File: src/include/synth_params.svh
`ifndef SYNTH_PARAMS_SVH
`define SYNTH_PARAMS_SVH

`define AUDIO_WIDTH 12
`define PHASE_WIDTH 24 // Top AUDIO_WIDTH bits form the wave
`define NOTE_WIDTH 7
`define VELOCITY_WIDTH 7
`define ENV_WIDTH 12 // Full scale is all ones
`define RATE_WIDTH 8

`define SEMITONES 12
`define BASE_INC_WIDTH 8

// Octave zero increments, equal temperament scaled to 128 at C
`define BASE_INC_0 8'd128
`define BASE_INC_1 8'd136
`define BASE_INC_2 8'd144
`define BASE_INC_3 8'd152
`define BASE_INC_4 8'd161
`define BASE_INC_5 8'd171
`define BASE_INC_6 8'd181
`define BASE_INC_7 8'd192
`define BASE_INC_8 8'd203
`define BASE_INC_9 8'd215
`define BASE_INC_10 8'd228
`define BASE_INC_11 8'd242

`endif

File: src/design/synth_pkg.sv
package synth_pkg;

  typedef enum logic {
    NOTE_OFF,
    NOTE_ON
  } note_status_t;

  typedef enum logic [1:0] {
    WAVE_NONE,
    WAVE_SAW,
    WAVE_PULSE,
    WAVE_TRIANGLE
  } wave_t;

  // Envelope phases of one ADSR cycle
  typedef enum logic [2:0] {
    ENV_IDLE,
    ENV_ATTACK,
    ENV_DECAY,
    ENV_SUSTAIN,
    ENV_RELEASE
  } env_state_t;

endpackage : synth_pkg

File: src/design/note_decoder.sv
`timescale 1ns/1ps

`include "synth_params.svh"

module note_decoder (
  input  logic                           clock_50_000_000,
  input  logic                           rst,
  input  logic                           note_strobe,
  input  synth_pkg::note_status_t        note_status,
  input  logic [`NOTE_WIDTH-1:0]         note_number,
  input  logic [`VELOCITY_WIDTH-1:0]     note_velocity,
  output logic [`PHASE_WIDTH-1:0]        phase_inc,
  output logic [`VELOCITY_WIDTH-1:0]     velocity,
  output logic                           gate,
  output logic                           note_start,
  output logic                           note_stop
);

  logic [3:0]                 semitone;
  logic [3:0]                 octave;
  logic [`BASE_INC_WIDTH-1:0] base_inc;
  logic [`NOTE_WIDTH-1:0]     current_note; // Note that owns the gate

  assign semitone = 4'(note_number % `NOTE_WIDTH'(`SEMITONES));
  assign octave   = 4'(note_number / `NOTE_WIDTH'(`SEMITONES));

  always_comb begin
    case (semitone)
      4'd0:    base_inc = `BASE_INC_0;
      4'd1:    base_inc = `BASE_INC_1;
      4'd2:    base_inc = `BASE_INC_2;
      4'd3:    base_inc = `BASE_INC_3;
      4'd4:    base_inc = `BASE_INC_4;
      4'd5:    base_inc = `BASE_INC_5;
      4'd6:    base_inc = `BASE_INC_6;
      4'd7:    base_inc = `BASE_INC_7;
      4'd8:    base_inc = `BASE_INC_8;
      4'd9:    base_inc = `BASE_INC_9;
      4'd10:   base_inc = `BASE_INC_10;
      4'd11:   base_inc = `BASE_INC_11;
      default: base_inc = '0;
    endcase
  end

  always_ff @(posedge clock_50_000_000) begin
    if (rst) begin
      phase_inc    <= '0;
      velocity     <= '0;
      gate         <= 1'b0;
      note_start   <= 1'b0;
      note_stop    <= 1'b0;
      current_note <= '0;
    end else begin
      note_start <= 1'b0;
      note_stop  <= 1'b0;
      if (note_strobe && note_status == synth_pkg::NOTE_ON) begin
        phase_inc    <= `PHASE_WIDTH'(base_inc) << octave; // Octave doubles the rate
        velocity     <= note_velocity;
        gate         <= 1'b1;
        note_start   <= 1'b1;
        current_note <= note_number;
      end else if (note_strobe && gate && note_number == current_note) begin
        gate      <= 1'b0; // Only the sounding note may end it
        note_stop <= 1'b1;
      end
    end
  end

  a_start_stop_exclusive : assert property (
    @(posedge clock_50_000_000) disable iff (rst) !(note_start && note_stop)
  );

endmodule : note_decoder

File: src/design/oscillator.sv
`timescale 1ns/1ps

`include "synth_params.svh"

module oscillator (
  input  logic                    clock_50_000_000,
  input  logic                    rst,
  input  logic                    note_start,
  input  logic [`PHASE_WIDTH-1:0] phase_inc,
  input  logic [`AUDIO_WIDTH-1:0] duty,
  output logic [`AUDIO_WIDTH-1:0] saw,
  output logic [`AUDIO_WIDTH-1:0] pulse,
  output logic [`AUDIO_WIDTH-1:0] triangle
);

  logic [`PHASE_WIDTH-1:0] phase;
  logic [`AUDIO_WIDTH-1:0] p;
  logic [`AUDIO_WIDTH-1:0] p_twice;

  assign p       = phase[`PHASE_WIDTH-1 -: `AUDIO_WIDTH];
  assign p_twice = {p[`AUDIO_WIDTH-2:0], 1'b0};

  // Accumulator wraps freely
  always_ff @(posedge clock_50_000_000) begin
    if (rst) begin
      phase <= '0;
    end else if (note_start) begin
      phase <= '0; // Each new note starts at phase zero
    end else begin
      phase <= phase + phase_inc;
    end
  end

  always_ff @(posedge clock_50_000_000) begin
    saw <= p;

    if (p < duty) begin
      pulse <= '1;
    end else begin
      pulse <= '0;
    end

    if (p[`AUDIO_WIDTH-1]) begin
      triangle <= ~p_twice; // Falling half
    end else begin
      triangle <= p_twice;
    end
  end

endmodule : oscillator

File: src/design/envelope_generator.sv
`timescale 1ns/1ps

`include "synth_params.svh"

module envelope_generator (
  input  logic                   clock_50_000_000,
  input  logic                   rst,
  input  logic                   note_start,
  input  logic                   note_stop,
  input  logic [`RATE_WIDTH-1:0] attack_rate,
  input  logic [`RATE_WIDTH-1:0] decay_rate,
  input  logic [`RATE_WIDTH-1:0] release_rate,
  input  logic [`ENV_WIDTH-1:0]  sustain_level,
  output logic [`ENV_WIDTH-1:0]  level,
  output logic                   active
);

  synth_pkg::env_state_t state;

  logic [`ENV_WIDTH:0] attack_sum;
  logic [`ENV_WIDTH:0] decay_diff;
  logic [`ENV_WIDTH:0] release_diff;

  // One extra bit catches overflow and underflow
  assign attack_sum   = {1'b0, level} + (`ENV_WIDTH+1)'(attack_rate);
  assign decay_diff   = {1'b0, level} - (`ENV_WIDTH+1)'(decay_rate);
  assign release_diff = {1'b0, level} - (`ENV_WIDTH+1)'(release_rate);

  always_ff @(posedge clock_50_000_000) begin
    if (rst) begin
      state  <= synth_pkg::ENV_IDLE;
      level  <= '0;
      active <= 1'b0;
    end else if (note_start) begin
      state  <= synth_pkg::ENV_ATTACK; // Level carries over for a smooth retrigger
      active <= 1'b1;
    end else if (note_stop && state != synth_pkg::ENV_IDLE) begin
      state <= synth_pkg::ENV_RELEASE;
    end else begin
      case (state)
        synth_pkg::ENV_ATTACK: begin
          if (attack_sum[`ENV_WIDTH]) begin
            level <= '1;
            state <= synth_pkg::ENV_DECAY;
          end else begin
            level <= attack_sum[`ENV_WIDTH-1:0];
          end
        end
        synth_pkg::ENV_DECAY: begin
          if (decay_diff[`ENV_WIDTH] || decay_diff[`ENV_WIDTH-1:0] <= sustain_level) begin
            level <= sustain_level;
            state <= synth_pkg::ENV_SUSTAIN;
          end else begin
            level <= decay_diff[`ENV_WIDTH-1:0];
          end
        end
        synth_pkg::ENV_RELEASE: begin
          if (release_diff[`ENV_WIDTH] || release_diff[`ENV_WIDTH-1:0] == '0) begin
            level  <= '0;
            state  <= synth_pkg::ENV_IDLE;
            active <= 1'b0;
          end else begin
            level <= release_diff[`ENV_WIDTH-1:0];
          end
        end
        default: begin
          level <= level; // Sustain and idle hold
        end
      endcase
    end
  end

  a_sustain_bounded : assert property (
    @(posedge clock_50_000_000) disable iff (rst)
      state == synth_pkg::ENV_SUSTAIN |-> level <= sustain_level
  );

  a_active_matches_state : assert property (
    @(posedge clock_50_000_000) disable iff (rst) active == (state != synth_pkg::ENV_IDLE)
  );

endmodule : envelope_generator

File: src/design/voice_mixer.sv
`timescale 1ns/1ps

`include "synth_params.svh"

module voice_mixer (
  input  logic                       clock_50_000_000,
  input  logic                       rst,
  input  synth_pkg::wave_t           wave,
  input  logic [`AUDIO_WIDTH-1:0]    saw,
  input  logic [`AUDIO_WIDTH-1:0]    pulse,
  input  logic [`AUDIO_WIDTH-1:0]    triangle,
  input  logic [`AUDIO_WIDTH-1:0]    level,
  input  logic [`VELOCITY_WIDTH-1:0] velocity,
  output logic [`AUDIO_WIDTH-1:0]    audio
);

  logic [`AUDIO_WIDTH-1:0]                 wave_sample;
  logic [`AUDIO_WIDTH-1:0]                 env_sample;
  logic [2*`AUDIO_WIDTH-1:0]               env_product;
  logic [`AUDIO_WIDTH+`VELOCITY_WIDTH-1:0] vel_product;

  assign env_product = wave_sample * level;
  assign vel_product = env_sample * velocity;

  always_ff @(posedge clock_50_000_000) begin
    if (rst) begin
      wave_sample <= '0;
      env_sample  <= '0;
      audio       <= '0;
    end else begin
      case (wave)
        synth_pkg::WAVE_SAW:      wave_sample <= saw;
        synth_pkg::WAVE_PULSE:    wave_sample <= pulse;
        synth_pkg::WAVE_TRIANGLE: wave_sample <= triangle;
        default:                  wave_sample <= '0; // Muted voice
      endcase
      env_sample <= env_product[2*`AUDIO_WIDTH-1:`AUDIO_WIDTH];
      audio      <= vel_product[`AUDIO_WIDTH+`VELOCITY_WIDTH-1:`VELOCITY_WIDTH];
    end
  end

endmodule : voice_mixer

File: src/design/synth_voice.sv
`timescale 1ns/1ps

`include "synth_params.svh"

module synth_voice (
  input  logic                       clock_50_000_000,
  input  logic                       rst,
  input  logic                       note_strobe,
  input  synth_pkg::note_status_t    note_status,
  input  logic [`NOTE_WIDTH-1:0]     note_number,
  input  logic [`VELOCITY_WIDTH-1:0] note_velocity,
  input  synth_pkg::wave_t           wave,
  input  logic [`AUDIO_WIDTH-1:0]    duty,
  input  logic [`RATE_WIDTH-1:0]     attack_rate,
  input  logic [`RATE_WIDTH-1:0]     decay_rate,
  input  logic [`ENV_WIDTH-1:0]      sustain_level,
  input  logic [`RATE_WIDTH-1:0]     release_rate,
  output logic [`AUDIO_WIDTH-1:0]    audio,
  output logic                       voice_active
);

  logic [`PHASE_WIDTH-1:0]    phase_inc;
  logic [`VELOCITY_WIDTH-1:0] velocity;
  logic                       gate;
  logic                       note_start;
  logic                       note_stop;
  logic [`AUDIO_WIDTH-1:0]    saw;
  logic [`AUDIO_WIDTH-1:0]    pulse;
  logic [`AUDIO_WIDTH-1:0]    triangle;
  logic [`ENV_WIDTH-1:0]      level;

  note_decoder i_note_decoder (
    .clock_50_000_000, .rst, .note_strobe, .note_status, .note_number, .note_velocity,
    .phase_inc, .velocity, .gate, .note_start, .note_stop
  );

  oscillator i_oscillator (
    .clock_50_000_000, .rst, .note_start, .phase_inc, .duty, .saw, .pulse, .triangle
  );

  envelope_generator i_envelope_generator (
    .clock_50_000_000, .rst, .note_start, .note_stop, .attack_rate, .decay_rate,
    .release_rate, .sustain_level, .level, .active(voice_active)
  );

  voice_mixer i_voice_mixer (
    .clock_50_000_000, .rst, .wave, .saw, .pulse, .triangle, .level, .velocity, .audio
  );

  // The gate is only a status, the envelope follows the start and stop pulses
  a_gate_tracks_envelope : assert property (
    @(posedge clock_50_000_000) disable iff (rst) gate |=> voice_active
  );

endmodule : synth_voice

File: config.mk
export PLATFORM = sky130hd
export DESIGN_NAME = synth_voice
export DESIGN_NICKNAME = d
export VERILOG_FILES = /design/src/design/synth_pkg.sv /design/src/design/note_decoder.sv /design/src/design/oscillator.sv /design/src/design/envelope_generator.sv /design/src/design/voice_mixer.sv /design/src/design/synth_voice.sv
export VERILOG_INCLUDE_DIRS = /design/src /design/src/include
export SDC_FILE = /design/constraint.sdc
export NUM_CORES = 1
export LEC_CHECK = 0
export ABC_AREA = 1
export BUFFER_PORTS_ARGS = -buffer_cell sky130_fd_sc_hd__buf_2
export CELL_PAD_IN_SITES_DETAIL_PLACEMENT = 0
export CELL_PAD_IN_SITES_GLOBAL_PLACEMENT = 1
export CORE_MARGIN = 1
export CORE_UTILIZATION = 40
export CTS_BUF_LIST = sky130_fd_sc_hd__clkbuf_8 sky130_fd_sc_hd__clkbuf_16
export CTS_CLUSTER_DIAMETER = 100
export DETAILED_ROUTE_END_ITERATION = 10
export PLACE_DENSITY = 0.7
export SETUP_SLACK_MARGIN = 0.2
export SLEW_MARGIN = 10
export SYNTH_ARGS = -nofsm -noshare
export SYNTH_HDL_FRONTEND = slang
export SYNTH_SLANG_ARGS = --single-unit
File: constraint.sdc
create_clock -name clock_50_000_000 -period 9.15 [get_ports clock_50_000_000]
set_input_delay 1.83 -clock clock_50_000_000 [delete_from_list [all_inputs] [get_ports clock_50_000_000]]
set_output_delay 1.83 -clock clock_50_000_000 [all_outputs]
set_load 0.02 [all_outputs]
==> flow_summary.toml <==
[synthesis]
syn_nets = 2431
ys_seq_area_frac = 0.1880
yosysWarnings = 0
ys_types = 50
syn_avg_cell_area_um2 = 7.344
synth_edf_count = 0
netlist_instances = 2044
ys_async_sr_fraction = 0
syn-cell-area_um2 = 15010
synth_ff_type = "dfxtp_1"
ys_seq_elements = 141

[cts]
cts_tree = "built"
cts_num_sinks = 141
insertion_delay_ns = 0.44
cts_root_buf = "clkbuf_16"
post_cts_buffers = 0
htree_num_levels = 4
clk_pin_slew_ns = 0.07
cts_resized = 0
max-clock-path-buffers = 2
cts_hold_buffers = 0
cts_buffers = 17

[critical_path]
critPathBufInv = 4
path_class = "reg -> reg"
end_kind = "flop"
cp_cell_sequence = "nand2_1, fa_1, fa_1, inv_1, fa_1, inv_1, fa_1, inv_1, fa_1, ha_1, nand4_1, inv_1, nand2_1, o211ai_1, a21oi_1, o21bai_1, nand2_1, nand2_1, a21boi_0, o21ai_0, a21oi_1"
worst_path_most_repeated_cell = "fa_1"
crit_arrival_ns = 6.20
worst-path-max-fanout = 22
cp_slowest_cell = "dfxtp_1"
slowest_delay_ns = 0.86
critPathTopFamily = "adder cells"
crit_required_ns = 9.51
worst_setup_path_start_kind = "flop"

[timing]
fin_setup_tns_ns = 0
fmax_mhz = 171.3
holdWs_ns = 0.4211
tightest_slew_ns = 0.9445
finalClockSkew_ns = 0.01505
setup_viol = 0
layout_min_cycle_time_ns = 5.839
period_share = 0.6381
hold_violations = 0
slew_violations = 0
slew_headroom = 0.3703
rsz0062_at_grt = "false"

[die]
design.die.area_um2 = 38310
die_x_um = 195.7
initial_core_util = 0.4081
pin_count = 81
std_cell_rows = 70
die_y_um = 195.7
core-area_um2 = 36790

[grt]
grt_pass1_vias = 13010
antenna_found_initial = 0
track_usage = 0.2133
grt_start_max_net_pins = 35
grt_pass1_wl_um = 65410
overflow = 0

[pwr]
p_leak_nw = 9.090
ir_worst_vdd_mv = 0.1314
powerDensity_nw_per_um2 = 116.1

[routing]
vias_per_cell = 4.959
wl_um = 38500
drc = 0
ant_nets = 0
drt_first_pass_iters = 8
wl_per_cell_um = 14.99
vias = 12740
first_iter_violations = 609

[layout]
finalNetCount = 2475
num_antenna_cells = 0
syn2layout_area_growth_pct = 9.293
drive_above_1_share = 0.06663

[run]
maxCapViolations = 0

[worst_hold_path]
hold_class = "reg -> reg"

[status]
status = "completed"

[place]
gp_congestion = 0.8693
dp_hpwl_um = 31320
portBuffers = 80
[worst register-to-register path, cell delays in order, from the launching register on]
cell      delay [ns]
dfxtp_1         0.86
nand2_1         0.18
fa_1            0.50
fa_1            0.54
inv_1           0.05
fa_1            0.49
inv_1           0.06
fa_1            0.52
inv_1           0.05
fa_1            0.48
ha_1            0.36
nand4_1         0.13
inv_1           0.05
nand2_1         0.06
o211ai_1        0.08
a21oi_1         0.41
o21bai_1        0.18
nand2_1         0.15
nand2_1         0.12
a21boi_0        0.22
o21ai_0         0.11
a21oi_1         0.17
[worst paths after layout]
kind | from | end | slack, ns | depth (start not counted)
max | i_envelope_generator.level[8]$_SDFFE_PP0P_ | i_voice_mixer.env_sample[7]$_SDFF_PP0_ | 3.31 | 21
min | i_oscillator.phase[20]$_SDFF_PP0_ | i_oscillator.saw[8]$_DFF_P_ | 0.42 | 0
max reg2reg | i_envelope_generator.level[8]$_SDFFE_PP0P_ | i_voice_mixer.env_sample[7]$_SDFF_PP0_ | 3.31 | 21
min reg2reg | i_oscillator.phase[20]$_SDFF_PP0_ | i_oscillator.saw[8]$_DFF_P_ | 0.42 | 0
[cells in the final DEF (no fill, tap or decap), types with 8 or more instances in the layout]
cell,instances
a21oi_1,137
buf_2,80
clkbuf_16,17
dfxtp_1,141
fa_1,151
ha_1,168
inv_1,413
nand2_1,485
nand2_2,8
nand3_1,101
nand4_1,24
nor2_1,89
nor3_1,20
o211ai_1,19
o21a_1,12
o21ai_0,99
o21ai_1,10
o22ai_1,9
xor2_1,35
[routing by layer]
metal  vias up  track usage  part of all wire
met5         -            0                 0
met4         0      0.05208             0.015
met3        34      0.02819             0.029
met2       191       0.3614              0.47
met1      5984       0.2873              0.49
li1       6530            -                 -
[cell type report]
class | count | area (um2)
Tap cell | 468 | 585.6
Clock inverter | 13 | 141.4
Clock buffer | 19 | 452.9
Sequential cell | 141 | 2823
Multi-Input combinational cell | 1423 | 10380
Fill cell | 3838 | 20380
Inverter | 418 | 1572
Timing Repair Buffer | 87 | 452.9
[sequential cells by signal (all words and copies together), names as in the netlist, 3 cells and up]
name                         cells
i_oscillator.phase              24
i_note_decoder.phase_inc        23
i_envelope_generator.level      12
i_oscillator.saw                12
i_oscillator.triangle           12
i_voice_mixer.audio             12
i_voice_mixer.env_sample        12
i_voice_mixer.wave_sample       12
i_note_decoder.current_note      7
i_note_decoder.velocity          7
i_envelope_generator.state       3
[power by group]
part	switching (mW)	internal, mW	leakage [nW]
sequential	0.0584	0.640	1.14
combinational	0.317	0.175	7.66
clock	0.297	0.417	0.291
[metrics by stage]
stage               area (um2)  power (mW)  worst slack (ns)  utilization  instances
floorplan                15010       1.058             3.882            -       2044
detailed placement       15810       1.204             3.315       0.4299       2537
CTS                      16410       1.927             3.303       0.4460       2569
global placement         15810       1.199             3.446       0.4299       2537
finish                   16410       1.904             3.311       0.4460       2569
global route             16410       2.031             2.922       0.4460       2569
[cell usage after synthesis, drive strengths merged (2+ instances only)]
cell type	number	area, um2
o21bai	7	52.55
o22ai	9	56.30
nand3	103	525.5
nor2	90	337.8
ha	168	2102
xnor2	7	61.31
buf	9	41.29
clkinv	2	7.510
o211ai	19	142.6
clkbuf	53	198.9
o31ai	2	15.01
o21a	12	90.09
nor3	20	100.1
a21oi	137	685.7
inv	416	1564
nand4	24	150.1
fa	151	3023
nor4	3	18.77
nand2	496	1904
a22o	7	61.31
dfxtp	141	2823
a21o	2	15.01
xor2	35	306.5
o221a	2	22.52
nand3b	2	15.01
o21ai	110	554.3
a21boi	3	22.52
[cell families (layout without fill, tap and decap cells)]
family | after synthesis | after routing | share of synthesized area
adders and majority gates | 319 | 319 | 0.3414
xor gates and xnor gates | 42 | 42 | 0.02450
AOI/OAI and AO/OA | 321 | 321 | 0.1206
and+or+nand+nor | 741 | 741 | 0.2048
DFF | 141 | 141 | 0.1880
buffers and inverters | 480 | 537 | 0.1207
(Power assumes the default switching activity.)
